<file path="src/rtl/host_chan_pkg.sv">
// Widths and encodings shared by the host channel adapter and its testbench
package host_chan_pkg;

    // ==============================
    // Memory read path
    // ==============================

    // Width of one data line moved between host and accelerator
    localparam int LINE_WIDTH = 64;

    // Line address width, as seen on both the Avalon and the host side
    localparam int ADDR_WIDTH = 32;

    // Avalon burst count width, enough for bursts of up to 63 lines
    localparam int BURST_WIDTH = 6;

    // ==============================
    // MMIO path
    // ==============================

    // Register address width of an MMIO access
    localparam int MMIO_ADDR_WIDTH = 16;

    // MMIO read and write data width
    localparam int MMIO_DATA_WIDTH = 64;

    // The host attaches a tag to each MMIO read and expects it back
    // with the response, so responses can be matched to requests
    localparam int MMIO_TAG_WIDTH = 4;

    // Kind of MMIO request arriving from the host
    typedef enum logic
    {
        MMIO_RD = 1'b0,
        MMIO_WR = 1'b1
    } mmio_op_t;

endpackage
</file>
<file path="src/rtl/host_chan_ifs.sv">
`timescale 1ns/1ps

// Slot allocation handshake between the burst splitter and the
// reorder buffer.
//
// The requester drives alloc_req with the number of lines it needs in
// alloc_len. The allocator answers in the same cycle with alloc_grant
// when enough slots are free, and alloc_idx is then the first slot of
// a contiguous range that wraps at the end of the buffer
interface rob_alloc_if
#(
    parameter int LEN_WIDTH = 3,
    parameter int IDX_WIDTH = 4
);

    logic                 alloc_req;
    logic [LEN_WIDTH-1:0] alloc_len;
    logic                 alloc_grant;
    logic [IDX_WIDTH-1:0] alloc_idx;

    // Burst splitter side. Request and length stay stable until granted
    modport requester
    (
        output alloc_req,
        output alloc_len,
        input  alloc_grant,
        input  alloc_idx
    );

    // Reorder buffer side
    modport allocator
    (
        input  alloc_req,
        input  alloc_len,
        output alloc_grant,
        output alloc_idx
    );

endinterface

</file>
<file path="src/rtl/host_chan_avalon_top.sv">
`timescale 1ns/1ps

// Host channel adapter seen by the accelerator as an Avalon-MM read
// master port, plus an MMIO path from the host through register stages
module host_chan_avalon_top
#(
    parameter int MAX_BURST = 4,
    parameter int ROB_DEPTH = 16,
    // Extra MMIO register stages on top of the one that is always there
    parameter int ADD_TIMING_REG_STAGES = 0,
    localparam int LEN_WIDTH = $clog2(MAX_BURST + 1),
    localparam int ROB_IDX_WIDTH = $clog2(ROB_DEPTH)
)
(
    input  logic                                     clk,
    input  logic                                     arst_n,

    // Accelerator Avalon read port
    input  logic                                     avs_read,
    input  logic [host_chan_pkg::ADDR_WIDTH-1:0]      avs_address,
    input  logic [host_chan_pkg::BURST_WIDTH-1:0]     avs_burstcount,
    output logic                                     avs_waitrequest,
    output logic [host_chan_pkg::LINE_WIDTH-1:0]      avs_readdata,
    output logic                                     avs_readdatavalid,

    // Host read requests and completions
    output logic                                     rd_req_valid,
    output logic [host_chan_pkg::ADDR_WIDTH-1:0]      rd_req_addr,
    output logic [LEN_WIDTH-1:0]                     rd_req_len,
    output logic [ROB_IDX_WIDTH-1:0]                 rd_req_tag,
    input  logic                                     rd_req_ready,
    input  logic                                     cpl_valid,
    input  logic [ROB_IDX_WIDTH-1:0]                 cpl_idx,
    input  logic [host_chan_pkg::LINE_WIDTH-1:0]      cpl_data,

    // MMIO from the host and toward the accelerator
    input  logic                                     mmio_valid,
    input  host_chan_pkg::mmio_op_t                  mmio_op,
    input  logic [host_chan_pkg::MMIO_ADDR_WIDTH-1:0] mmio_addr,
    input  logic [host_chan_pkg::MMIO_DATA_WIDTH-1:0] mmio_wdata,
    input  logic [host_chan_pkg::MMIO_TAG_WIDTH-1:0]  mmio_tag,
    output logic                                     afu_mmio_valid,
    output host_chan_pkg::mmio_op_t                  afu_mmio_op,
    output logic [host_chan_pkg::MMIO_ADDR_WIDTH-1:0] afu_mmio_addr,
    output logic [host_chan_pkg::MMIO_DATA_WIDTH-1:0] afu_mmio_wdata,
    output logic [host_chan_pkg::MMIO_TAG_WIDTH-1:0]  afu_mmio_tag,
    input  logic                                     afu_rsp_valid,
    input  logic [host_chan_pkg::MMIO_DATA_WIDTH-1:0] afu_rsp_data,
    input  logic [host_chan_pkg::MMIO_TAG_WIDTH-1:0]  afu_rsp_tag,
    output logic                                     mmio_rsp_valid,
    output logic [host_chan_pkg::MMIO_DATA_WIDTH-1:0] mmio_rsp_data,
    output logic [host_chan_pkg::MMIO_TAG_WIDTH-1:0]  mmio_rsp_tag
);

    // ==============================
    // Memory read path
    // ==============================

    rob_alloc_if #(.LEN_WIDTH(LEN_WIDTH), .IDX_WIDTH(ROB_IDX_WIDTH)) alloc_if ();

    rd_burst_splitter
    #(
        .MAX_BURST(MAX_BURST),
        .ROB_IDX_WIDTH(ROB_IDX_WIDTH)
    )
    i_rd_burst_splitter
    (
        .alloc(alloc_if.requester),
        .*
    );

    rd_reorder_buf #(.ROB_DEPTH(ROB_DEPTH)) i_rd_reorder_buf
    (
        .alloc(alloc_if.allocator),
        .*
    );

    // ==============================
    // MMIO path
    // ==============================

    // One stage is always present for timing toward the accelerator
    mmio_reg_pipe #(.N_REG_STAGES(1 + ADD_TIMING_REG_STAGES)) i_mmio_reg_pipe
    (
        .*
    );

endmodule

</file>
<file path="src/rtl/mmio_reg_pipe.sv">
`timescale 1ns/1ps

// Fixed-latency register stages for MMIO. Requests travel from the host
// toward the accelerator and read responses travel back, each through
// exactly N_REG_STAGES registers. Every stage holds its own item, so
// back-to-back requests simply follow one another down the pipe
module mmio_reg_pipe
#(
    parameter int N_REG_STAGES = 1
)
(
    input  logic                                     clk,
    input  logic                                     arst_n,
    input  logic                                     mmio_valid,
    input  host_chan_pkg::mmio_op_t                  mmio_op,
    input  logic [host_chan_pkg::MMIO_ADDR_WIDTH-1:0] mmio_addr,
    input  logic [host_chan_pkg::MMIO_DATA_WIDTH-1:0] mmio_wdata,
    input  logic [host_chan_pkg::MMIO_TAG_WIDTH-1:0]  mmio_tag,
    output logic                                     afu_mmio_valid,
    output host_chan_pkg::mmio_op_t                  afu_mmio_op,
    output logic [host_chan_pkg::MMIO_ADDR_WIDTH-1:0] afu_mmio_addr,
    output logic [host_chan_pkg::MMIO_DATA_WIDTH-1:0] afu_mmio_wdata,
    output logic [host_chan_pkg::MMIO_TAG_WIDTH-1:0]  afu_mmio_tag,
    input  logic                                     afu_rsp_valid,
    input  logic [host_chan_pkg::MMIO_DATA_WIDTH-1:0] afu_rsp_data,
    input  logic [host_chan_pkg::MMIO_TAG_WIDTH-1:0]  afu_rsp_tag,
    output logic                                     mmio_rsp_valid,
    output logic [host_chan_pkg::MMIO_DATA_WIDTH-1:0] mmio_rsp_data,
    output logic [host_chan_pkg::MMIO_TAG_WIDTH-1:0]  mmio_rsp_tag
);

    // Request stages, index 0 is nearest the host
    logic                                     req_valid_q [N_REG_STAGES];
    host_chan_pkg::mmio_op_t                  req_op_q    [N_REG_STAGES];
    logic [host_chan_pkg::MMIO_ADDR_WIDTH-1:0] req_addr_q  [N_REG_STAGES];
    logic [host_chan_pkg::MMIO_DATA_WIDTH-1:0] req_wdata_q [N_REG_STAGES];
    logic [host_chan_pkg::MMIO_TAG_WIDTH-1:0]  req_tag_q   [N_REG_STAGES];

    // Response stages, index 0 is nearest the accelerator
    logic                                     rsp_valid_q [N_REG_STAGES];
    logic [host_chan_pkg::MMIO_DATA_WIDTH-1:0] rsp_data_q  [N_REG_STAGES];
    logic [host_chan_pkg::MMIO_TAG_WIDTH-1:0]  rsp_tag_q   [N_REG_STAGES];

    // ==============================
    // Valid bits
    // ==============================

    always_ff @(posedge clk or negedge arst_n)
    begin
        if (!arst_n)
        begin
            for (int i = 0; i < N_REG_STAGES; i++)
            begin
                req_valid_q[i] <= 1'b0;
                rsp_valid_q[i] <= 1'b0;
            end
        end
        else
        begin
            req_valid_q[0] <= mmio_valid;
            rsp_valid_q[0] <= afu_rsp_valid;
            for (int i = 1; i < N_REG_STAGES; i++)
            begin
                req_valid_q[i] <= req_valid_q[i-1];
                rsp_valid_q[i] <= rsp_valid_q[i-1];
            end
        end
    end

    // Payload just shifts along, qualified by the valid bit beside it
    always_ff @(posedge clk)
    begin
        req_op_q[0]    <= mmio_op;
        req_addr_q[0]  <= mmio_addr;
        req_wdata_q[0] <= mmio_wdata;
        req_tag_q[0]   <= mmio_tag;
        rsp_data_q[0]  <= afu_rsp_data;
        rsp_tag_q[0]   <= afu_rsp_tag;
        for (int i = 1; i < N_REG_STAGES; i++)
        begin
            req_op_q[i]    <= req_op_q[i-1];
            req_addr_q[i]  <= req_addr_q[i-1];
            req_wdata_q[i] <= req_wdata_q[i-1];
            req_tag_q[i]   <= req_tag_q[i-1];
            rsp_data_q[i]  <= rsp_data_q[i-1];
            rsp_tag_q[i]   <= rsp_tag_q[i-1];
        end
    end

    assign afu_mmio_valid = req_valid_q[N_REG_STAGES-1];
    assign afu_mmio_op    = req_op_q[N_REG_STAGES-1];
    assign afu_mmio_addr  = req_addr_q[N_REG_STAGES-1];
    assign afu_mmio_wdata = req_wdata_q[N_REG_STAGES-1];
    assign afu_mmio_tag   = req_tag_q[N_REG_STAGES-1];

    assign mmio_rsp_valid = rsp_valid_q[N_REG_STAGES-1];
    assign mmio_rsp_data  = rsp_data_q[N_REG_STAGES-1];
    assign mmio_rsp_tag   = rsp_tag_q[N_REG_STAGES-1];

endmodule

</file>
<file path="src/rtl/rd_reorder_buf.sv">
`timescale 1ns/1ps

// Reorder buffer for host read completions.
//
// Slots are handed out in order as contiguous ranges. The host may fill
// them in any order, but lines leave toward the accelerator strictly in
// slot order, one per cycle, as soon as the oldest slot holds data
module rd_reorder_buf
#(
    parameter int ROB_DEPTH = 16
)
(
    input  logic                                clk,
    input  logic                                arst_n,
    rob_alloc_if.allocator                      alloc,
    input  logic                                cpl_valid,
    input  logic [$clog2(ROB_DEPTH)-1:0]        cpl_idx,
    input  logic [host_chan_pkg::LINE_WIDTH-1:0] cpl_data,
    output logic [host_chan_pkg::LINE_WIDTH-1:0] avs_readdata,
    output logic                                avs_readdatavalid
);

    localparam int IDX_WIDTH = $clog2(ROB_DEPTH);
    // One extra bit so a completely full buffer can be counted
    localparam int CNT_WIDTH = IDX_WIDTH + 1;

    logic [host_chan_pkg::LINE_WIDTH-1:0] line_mem [ROB_DEPTH];
    logic [ROB_DEPTH-1:0] filled;

    logic [IDX_WIDTH-1:0] alloc_ptr;
    logic [IDX_WIDTH-1:0] rel_ptr;
    logic [CNT_WIDTH-1:0] used_cnt;
    logic [CNT_WIDTH-1:0] free_cnt;

    logic grant;
    logic release_line;

    // ==============================
    // Allocation
    // ==============================

    // Slots count as used from grant until their line is released
    assign free_cnt = CNT_WIDTH'(ROB_DEPTH) - used_cnt;

    // Only ranges that fit entirely are granted, so a request never
    // overwrites a slot that still waits for release
    assign grant = alloc.alloc_req && (free_cnt >= CNT_WIDTH'(alloc.alloc_len));

    assign alloc.alloc_grant = grant;
    assign alloc.alloc_idx   = alloc_ptr;

    // ==============================
    // Release
    // ==============================

    // The oldest slot goes out as soon as its line is present. There is no
    // back-pressure from the accelerator, so a present line always leaves
    assign release_line      = filled[rel_ptr];
    assign avs_readdatavalid = release_line;
    assign avs_readdata      = line_mem[rel_ptr];

    always_ff @(posedge clk or negedge arst_n)
    begin
        if (!arst_n)
        begin
            alloc_ptr <= '0;
            rel_ptr   <= '0;
            used_cnt  <= '0;
            filled    <= '0;
        end
        else
        begin
            if (grant)
                alloc_ptr <= alloc_ptr + IDX_WIDTH'(alloc.alloc_len);

            if (release_line)
            begin
                rel_ptr         <= rel_ptr + 1'b1;
                filled[rel_ptr] <= 1'b0;
            end

            // A completion never targets the slot being released, since
            // that slot already holds its line
            if (cpl_valid)
                filled[cpl_idx] <= 1'b1;

            used_cnt <= used_cnt
                      + (grant ? CNT_WIDTH'(alloc.alloc_len) : '0)
                      - CNT_WIDTH'(release_line);
        end
    end

    // Line storage, written by the host in whatever order it answers
    always_ff @(posedge clk)
    begin
        if (cpl_valid)
            line_mem[cpl_idx] <= cpl_data;
    end

endmodule

</file>
<file path="src/rtl/rd_burst_splitter.sv">
`timescale 1ns/1ps

// Takes Avalon read bursts from the accelerator and turns each one into
// host read requests of at most MAX_BURST lines. Every request first
// reserves a range of reorder-buffer slots and carries the first slot
// of that range as its tag
module rd_burst_splitter
#(
    parameter int MAX_BURST = 4,
    parameter int ROB_IDX_WIDTH = 4,
    localparam int LEN_WIDTH = $clog2(MAX_BURST + 1)
)
(
    input  logic                                 clk,
    input  logic                                 arst_n,
    input  logic                                 avs_read,
    input  logic [host_chan_pkg::ADDR_WIDTH-1:0]  avs_address,
    input  logic [host_chan_pkg::BURST_WIDTH-1:0] avs_burstcount,
    output logic                                 avs_waitrequest,
    rob_alloc_if.requester                       alloc,
    output logic                                 rd_req_valid,
    output logic [host_chan_pkg::ADDR_WIDTH-1:0]  rd_req_addr,
    output logic [LEN_WIDTH-1:0]                 rd_req_len,
    output logic [ROB_IDX_WIDTH-1:0]             rd_req_tag,
    input  logic                                 rd_req_ready
);

    localparam int AW = host_chan_pkg::ADDR_WIDTH;
    localparam int BW = host_chan_pkg::BURST_WIDTH;

    // Idle until a burst is accepted, then alternate between reserving
    // slots for a chunk and handing that chunk to the host
    typedef enum logic [1:0]
    {
        ST_IDLE,
        ST_ALLOC,
        ST_ISSUE
    } state_t;

    state_t               state;
    logic [BW-1:0]        rem_cnt;
    logic [AW-1:0]        next_addr;
    logic [LEN_WIDTH-1:0] chunk_len;
    logic [LEN_WIDTH-1:0] len_q;
    logic [ROB_IDX_WIDTH-1:0] tag_q;
    logic                 cmd_accept;
    logic                 req_fire;

    // New commands are refused while lines of a burst are still pending
    assign avs_waitrequest = (state != ST_IDLE);

    // A zero-length burst carries no lines and is simply dropped
    assign cmd_accept = avs_read && !avs_waitrequest && (avs_burstcount != '0);
    assign req_fire   = rd_req_valid && rd_req_ready;

    // Next chunk is the smaller of what is left and the largest host request
    assign chunk_len = (rem_cnt > BW'(MAX_BURST)) ? LEN_WIDTH'(MAX_BURST)
                                                  : rem_cnt[LEN_WIDTH-1:0];

    assign alloc.alloc_req = (state == ST_ALLOC);
    assign alloc.alloc_len = chunk_len;

    assign rd_req_valid = (state == ST_ISSUE);
    assign rd_req_addr  = next_addr;
    assign rd_req_len   = len_q;
    assign rd_req_tag   = tag_q;

    // ==============================
    // Control
    // ==============================

    always_ff @(posedge clk or negedge arst_n)
    begin
        if (!arst_n)
        begin
            state   <= ST_IDLE;
            rem_cnt <= '0;
        end
        else
        begin
            case (state)
                ST_IDLE:
                begin
                    if (cmd_accept)
                    begin
                        rem_cnt <= avs_burstcount;
                        state   <= ST_ALLOC;
                    end
                end
                ST_ALLOC:
                begin
                    // rem_cnt is stable here, so alloc_len holds until granted
                    if (alloc.alloc_grant)
                        state <= ST_ISSUE;
                end
                ST_ISSUE:
                begin
                    if (req_fire)
                    begin
                        rem_cnt <= rem_cnt - BW'(len_q);
                        state   <= (rem_cnt == BW'(len_q)) ? ST_IDLE : ST_ALLOC;
                    end
                end
                default:
                    state <= ST_IDLE;
            endcase
        end
    end

    // Address, chunk length and tag of the request being built
    always_ff @(posedge clk)
    begin
        if (cmd_accept)
            next_addr <= avs_address;
        else if (req_fire)
            next_addr <= next_addr + AW'(len_q);

        if (alloc.alloc_req && alloc.alloc_grant)
        begin
            len_q <= chunk_len;
            tag_q <= alloc.alloc_idx;
        end
    end

endmodule

</file>
<file path="config.mk">
export PLATFORM = sky130hd
export DESIGN_NAME = host_chan_avalon_top
export DESIGN_NICKNAME = d
export VERILOG_FILES = /design/src/rtl/host_chan_pkg.sv /design/src/rtl/host_chan_ifs.sv /design/src/rtl/host_chan_avalon_top.sv /design/src/rtl/mmio_reg_pipe.sv /design/src/rtl/rd_reorder_buf.sv /design/src/rtl/rd_burst_splitter.sv
export SDC_FILE = /design/constraint.sdc
export NUM_CORES = 1
export LEC_CHECK = 0
export BUFFER_PORTS_ARGS = -buffer_cell sky130_fd_sc_hd__buf_2
export CORE_UTILIZATION = 60
export DETAILED_ROUTE_END_ITERATION = 10
export PLACE_DENSITY_LB_ADDON = 0.15
export SLEW_MARGIN = 20
export SYNTH_ARGS = -nofsm -noshare
export SYNTH_HDL_FRONTEND = slang
export SYNTH_SLANG_ARGS = --single-unit
</file>
<file path="constraint.sdc">
create_clock -name clk -period 9.46 [get_ports clk]
set_input_delay 0.946 -clock clk [delete_from_list [all_inputs] [get_ports clk]]
set_output_delay 0.946 -clock clk [all_outputs]
set_load 0.01 [all_outputs]
</file>
[Yosys cells after proc, flatten, opt, wreduce, memory -nomap -nowiden]
Memories as Yosys holds them, arrays and structs flattened.
Cells that the tools add are included.
Storage, ports and cells
  flip-flop bits (word level): 78
  bits in writable memories: 1177
  logic and storage cells: 77
  memories kept: 7
Memory list
  i_rd_reorder_buf.line_mem: words 16, bits a word 64, rd ports 1, clocked after Yosys merged registers in 0, wr ports 1, line rd_reorder_buf.sv:27  | logic [host_chan_pkg::LINE_WIDTH-1:0] line_mem [ROB_DEPTH];
  i_mmio_reg_pipe.req_wdata_q: words 1, bits a word 64, rd ports 1, clocked after Yosys merged registers in 0, wr ports 1, line mmio_reg_pipe.sv:36  | logic [host_chan_pkg::MMIO_DATA_WIDTH-1:0] req_wdata_q [N_REG_STAGES];
  i_mmio_reg_pipe.rsp_data_q: words 1, bits a word 64, rd ports 1, clocked after Yosys merged registers in 0, wr ports 1, line mmio_reg_pipe.sv:41  | logic [host_chan_pkg::MMIO_DATA_WIDTH-1:0] rsp_data_q [N_REG_STAGES];
  i_mmio_reg_pipe.req_addr_q: words 1, bits a word 16, rd ports 1, clocked after Yosys merged registers in 0, wr ports 1, line mmio_reg_pipe.sv:35  | logic [host_chan_pkg::MMIO_ADDR_WIDTH-1:0] req_addr_q [N_REG_STAGES];
  i_mmio_reg_pipe.req_tag_q: words 1, bits a word 4, rd ports 1, clocked after Yosys merged registers in 0, wr ports 1, line mmio_reg_pipe.sv:37  | logic [host_chan_pkg::MMIO_TAG_WIDTH-1:0] req_tag_q [N_REG_STAGES];
  i_mmio_reg_pipe.rsp_tag_q: words 1, bits a word 4, rd ports 1, clocked after Yosys merged registers in 0, wr ports 1, line mmio_reg_pipe.sv:42  | logic [host_chan_pkg::MMIO_TAG_WIDTH-1:0] rsp_tag_q [N_REG_STAGES];
  +1 memories
Operators by class
  add/subtract/negate cells: 7
  order comparisons: 6
  equal/unequal tests: 6
  multiplexer cells: 22
  bitwise operators: 3
  reductions and logical operators: 15
Operators by type and width (number)
  two-way mux 32 bit: 2
  adder 32 x 3 -> 32 bit: 1
  two-way mux 16 bit: 2
  AND 16 bit: 1
  inverter 16 bit: 1
  bitwise OR 16 bit: 1
  two-way mux 6 bit: 2
  case mux 6 bit (2 select lines): 1
  < comparator 4 x 5 -> 1 bit, second input constant: 2
  demux 1 bit (select 4 bit): 2
  greater-or-equal comparator 4 x 1 -> 1 bit, second input constant: 2
  logical AND 1 bit: 7
  == test 6 x 3 -> 1 bit: 1
  greater-than comparator 6 x 3 -> 1 bit, second input constant: 1
  two-way mux 1 bit: 6
  two-way mux 2 bit: 3
  two-way mux 3 bit: 2
  case mux 2 bit (3 select lines): 1
  AND reduction 3 bit: 2
  nonzero test 2 bit: 3
  nonzero test 6 bit: 1
  subtractor 6 x 3 -> 6 bit: 1
  adder 5 bit: 1
  greater-or-equal comparator 5 x 3 -> 1 bit: 1
  other kinds (11): 12

[Logic depth before layout (Yosys ltp)]
  depth after elaboration: 9
  gate-level depth with buffers: 15
  mapped depth without buffers: 15

[Cells and area by module]
From an unflattened synthesis, not the netlist that was laid out.
Second synthesis, totals
  cells, all modules: 2044
  area total of the unflattened synthesis: 46193.1 um^2
Modules (own cells, without submodules)
  rd_reorder_buf: instances 1, cells an instance 1611, area an instance 40333.7 um^2, sequential area each 31475.2 um^2
  mmio_reg_pipe: instances 1, cells an instance 155, area an instance 3113.0 um^2, sequential area each 3113.0 um^2
  rd_burst_splitter: instances 1, cells an instance 278, area an instance 2746.4 um^2, sequential area each 1371.3 um^2

[Worst setup path before layout]
OpenSTA, ideal clock, no wires.
  kind: input to register
  start: input port cpl_idx[1]
  end: memory i_rd_reorder_buf.line_mem[0][0] (netlist name), enable pin
  library setup time: 0.568 ns
  arrival: 5.861 ns
  path slack: 3.031 ns
  stages: 2
  path buffers: 0
  cells stage by stage: or3b_2 > nor3_1
RTL lines
  start: declaration: line host_chan_avalon_top.sv:33  | input logic [ROB_IDX_WIDTH-1:0] cpl_idx,
  end: declaration: line rd_reorder_buf.sv:27
No word-level cell before the write port.

[Worst setup path in the final report]
  start: register i_rd_reorder_buf.rel_ptr[0]
  end: output port avs_readdata[16] (netlist name)
On the way
  cells in the longest elaborated chain, start to end: 1
Ends and longest elaborated chain
  start: declaration: line rd_reorder_buf.sv:31  | logic [IDX_WIDTH-1:0] rel_ptr;
  start signal: assignment: line rd_reorder_buf.sv:78  | rel_ptr <= rel_ptr + 1'b1;
  memory read (16 x 64 bit)
  end: declaration: line host_chan_avalon_top.sv:23  | output logic [host_chan_pkg::LINE_WIDTH-1:0] avs_readdata,
No other way between the ends.

==> flow_summary.yaml <==
critical_path:
  startpoint_type: "register"
  worstSetupStartpoint: "i_rd_reorder_buf.rel_ptr[0]"
  path_class: "reg -> out"
  r2r_setup_slack_ns: 4.93
  required_ns: 8.51
  cp_max_fo: 36
  crit_path_end_kind: "primary output"
  crit_arrival_ns: 4.23
  rr_startpoint: "i_rd_reorder_buf.rel_ptr[1]"
cts:
  cts_setup_buffers: 0
  cts_resized: 0
  cts_buffer_depth: 3
  cts_buffers: 120
  ctsHoldBuffers: 0
  h-tree-depth: 3
  cts_root_buf: "clkbuf_16"
  clkTransAtPathRegs_ns: 0.06
  cts_tree: "done"
  clk_latency_ns: 0.68
  cts.sinks: 1255
timing:
  skew_ns: 0.01812
  setup_viol: 0
  setup_tns_ns: 0
  rsz0062_at_grt: "no"
  period_needed_ns: 5.181
  timing.fmax_mhz: 193.0
  min_period_over_period_pct: 54.76
  hold_ws_ns: 0.3428
  timing.slew.headroom_pct: 25.90
  finalHoldViolations: 0
  drv_slew: 0
  tightest_slew_ns: 1.111
placed_design:
  port_buffers: 526
  place_inst: 3531
  gp_congestion: 0.8217
  dp_hpwl_um: 52760
floorplan:
  die_y_um: 279.5
  die_w_um: 279.5
  die-area_um2: 78130
  fp-row-count: 101
  io_pins: 527
  core_area_um2: 76080
  initial_core_util_pct: 60.74
power_and_ir_drop:
  p_int_mw: 11.22
  pwr_density_cell_nw_per_um2: 284.9
  seq_power_share_pct: 43.3
  switchingPower_mw: 4.235
  leakage_nw: 18.76
  power_frac_clock_pct: 31.6
  power_mw: 15.45
  swShare_pct: 27.41
  combPwrFrac_pct: 25.1
  vdd_ir_drop_max_mv: 0.2483
drt:
  drt_wl_total_um: 98900
  via_per_inst: 5.979
  drcViolationCount: 0
  dr.pass1.iters: 5
  routedWlPerCell_um: 26.25
  vias: 22529
  drt_iter0_markers: 2010
  ant_nets: 0
yosys:
  ys_warn_count: 0
  synth-seq-area-share_pct: 77.82
  synthXorXnorAreaFrac_pct: 0.7582
  yosysMostFrequentCell: "edfxtp_1"
  synth_top_area_share_pct: 69.08
  synthAdderAreaFrac_pct: 0.8204
  synth-seq-cells: 1255
  synth-async-reset-ratio_pct: 3.108
  synthTopCellsByCount: "edfxtp_1, mux4_2, dfxtp_1"
  synth_edf_count: 1063
  synth_mux_area_share_pct: 16.18
  syn_nets: 2319
  ys_types: 54
  synth_ff_type: "edfxtp_1"
  synth_cells: 2026
  synthSimpleGateAreaFrac_pct: 1.825
  synth.area.top_cells: "edfxtp_1, mux4_2, dfxtp_1"
  syn_area_um2: 46210
  synth.avg_cell_area_um2: 22.81
  synth_compound_area_share_pct: 1.175
  synth_top_family_by_area: "multiplexers"
  yosys.area.top_type: "edfxtp_1"
min_path:
  hold_path.class: "in -> reg"
  worstHoldStart: "mmio_wdata[61]"
grt:
  grt_pass1_vias: 23380
  antenna_found_initial: 13
  grt_max_degree: 125
  grt_pass1_wl_um: 146800
  grt_usage_pct: 25.78
  grt.overflow.total: 0
final_layout:
  utilization_pct: 71.30
  regArea_um2: 35970
  layout-drive-gt1-share_pct: 41.10
  final_nets: 2920
  fill_cells: 4558
  instances_no_fill: 3768
  multi_input_area_um2: 9709
  area_growth_pct: 17.38
run:
  maxCapViolations: 0
status:
  status: "completed"
[placed cells by master (no fill, tap or decap), types with 13 or more instances in the layout]
cell type,count
xnor2_1,23
nand2_1,61
dfxtp_1,153
buf_4,33
nor2_4,13
clkinv_2,22
buf_2,526
clkbuf_8,25
edfxtp_1,1063
clkbuf_16,124
clkbuf_1,31
inv_1,30
nand3_1,14
o21ai_0,35
mux4_2,328
a21oi_1,13
a21o_1,21
ha_1,23
dfrtp_1,35
xor2_1,17
[final cells by class]
class / count / area share (%)
tap: 1030 / 2.376
antenna: 3 / 0.01384
sequential: 1255 / 66.32
inverter: 28 / 0.1938
clock buffer: 181 / 6.579
multi-input combinational: 657 / 17.90
timing repair buffer: 565 / 5.545
clock inverter: 49 / 1.068
[kinds of logic after synthesis]
group,Yosys count
compound gates,87
xor+xnor,40
fa+ha+maj,28
buf+inv,114
flops,1255
mux,336
simple gates,166
[routing by layer]
metal	up-vias	wire, µm	track usage [%]
li1	9601	-	-
met1	11811	39280	36.79
met2	979	50130	42.14
met3	124	7804	4.629
met4	14	1606	6.305
met5	-	81	0
[power by group through the flow]
stage                     clock [mW]  sequential [mW]  combinational [mW]
after floorplan                    0             6.63                2.98
after CTS                       4.96             6.69                3.95
after global routing            5.15             6.73                4.19
after detailed placement           0             6.81                3.92
after global placement             0             6.79                3.87
final                           4.88             6.69                3.88
[sequential cells by signal (all words and copies together), names as in the netlist]
| register | cells |
|---|---|
| i_mmio_reg_pipe.afu_mmio_valid | 1 |
| i_mmio_reg_pipe.mmio_rsp_valid | 1 |
| i_mmio_reg_pipe.req_addr_q | 16 |
| i_mmio_reg_pipe.req_op_q | 1 |
| i_mmio_reg_pipe.req_tag_q | 4 |
| i_mmio_reg_pipe.req_wdata_q | 64 |
| i_mmio_reg_pipe.rsp_data_q | 64 |
| i_mmio_reg_pipe.rsp_tag_q | 4 |
| i_rd_burst_splitter.rd_req_addr | 32 |
| i_rd_burst_splitter.rd_req_len | 3 |
| i_rd_burst_splitter.rd_req_tag | 4 |
| i_rd_burst_splitter.rem_cnt | 6 |
| i_rd_burst_splitter.state | 2 |
| i_rd_reorder_buf.alloc.alloc_idx | 4 |
| i_rd_reorder_buf.filled | 16 |
| i_rd_reorder_buf.line_mem | 1024 |
| i_rd_reorder_buf.rel_ptr | 4 |
| i_rd_reorder_buf.used_cnt | 5 |
[worst max-delay path: stages, from the launching register on]
cell,delay [ns]
dfrtp_4,0.86
buf_4,0.67
buf_4,0.68
mux4_2,0.63
mux4_2,0.50
buf_2,0.17
[final timing paths]
check                           depth (start not counted)                                 end
worst max-delay path                                    5                    avs_readdata[16]
min in group asynchronous                               1      i_rd_burst_splitter.rem_cnt[5]
worst min-delay path                                    1  i_mmio_reg_pipe.req_wdata_q[0][61]
worst min register to register                          0   i_rd_burst_splitter.rd_req_tag[3]
max in group asynchronous                               1         i_rd_reorder_buf.rel_ptr[1]
worst max register to register                         12        i_rd_reorder_buf.used_cnt[4]
[stage by stage]
stage	instance area, µm²	setup slack (ns)
after global placement	50000	4.866
final	54240	4.279
after floorplan	46210	3.031
after global routing	54230	3.934
after CTS	54150	4.091
after detailed placement	50000	4.850
Note: power is estimated with default switching activity, not from simulation.
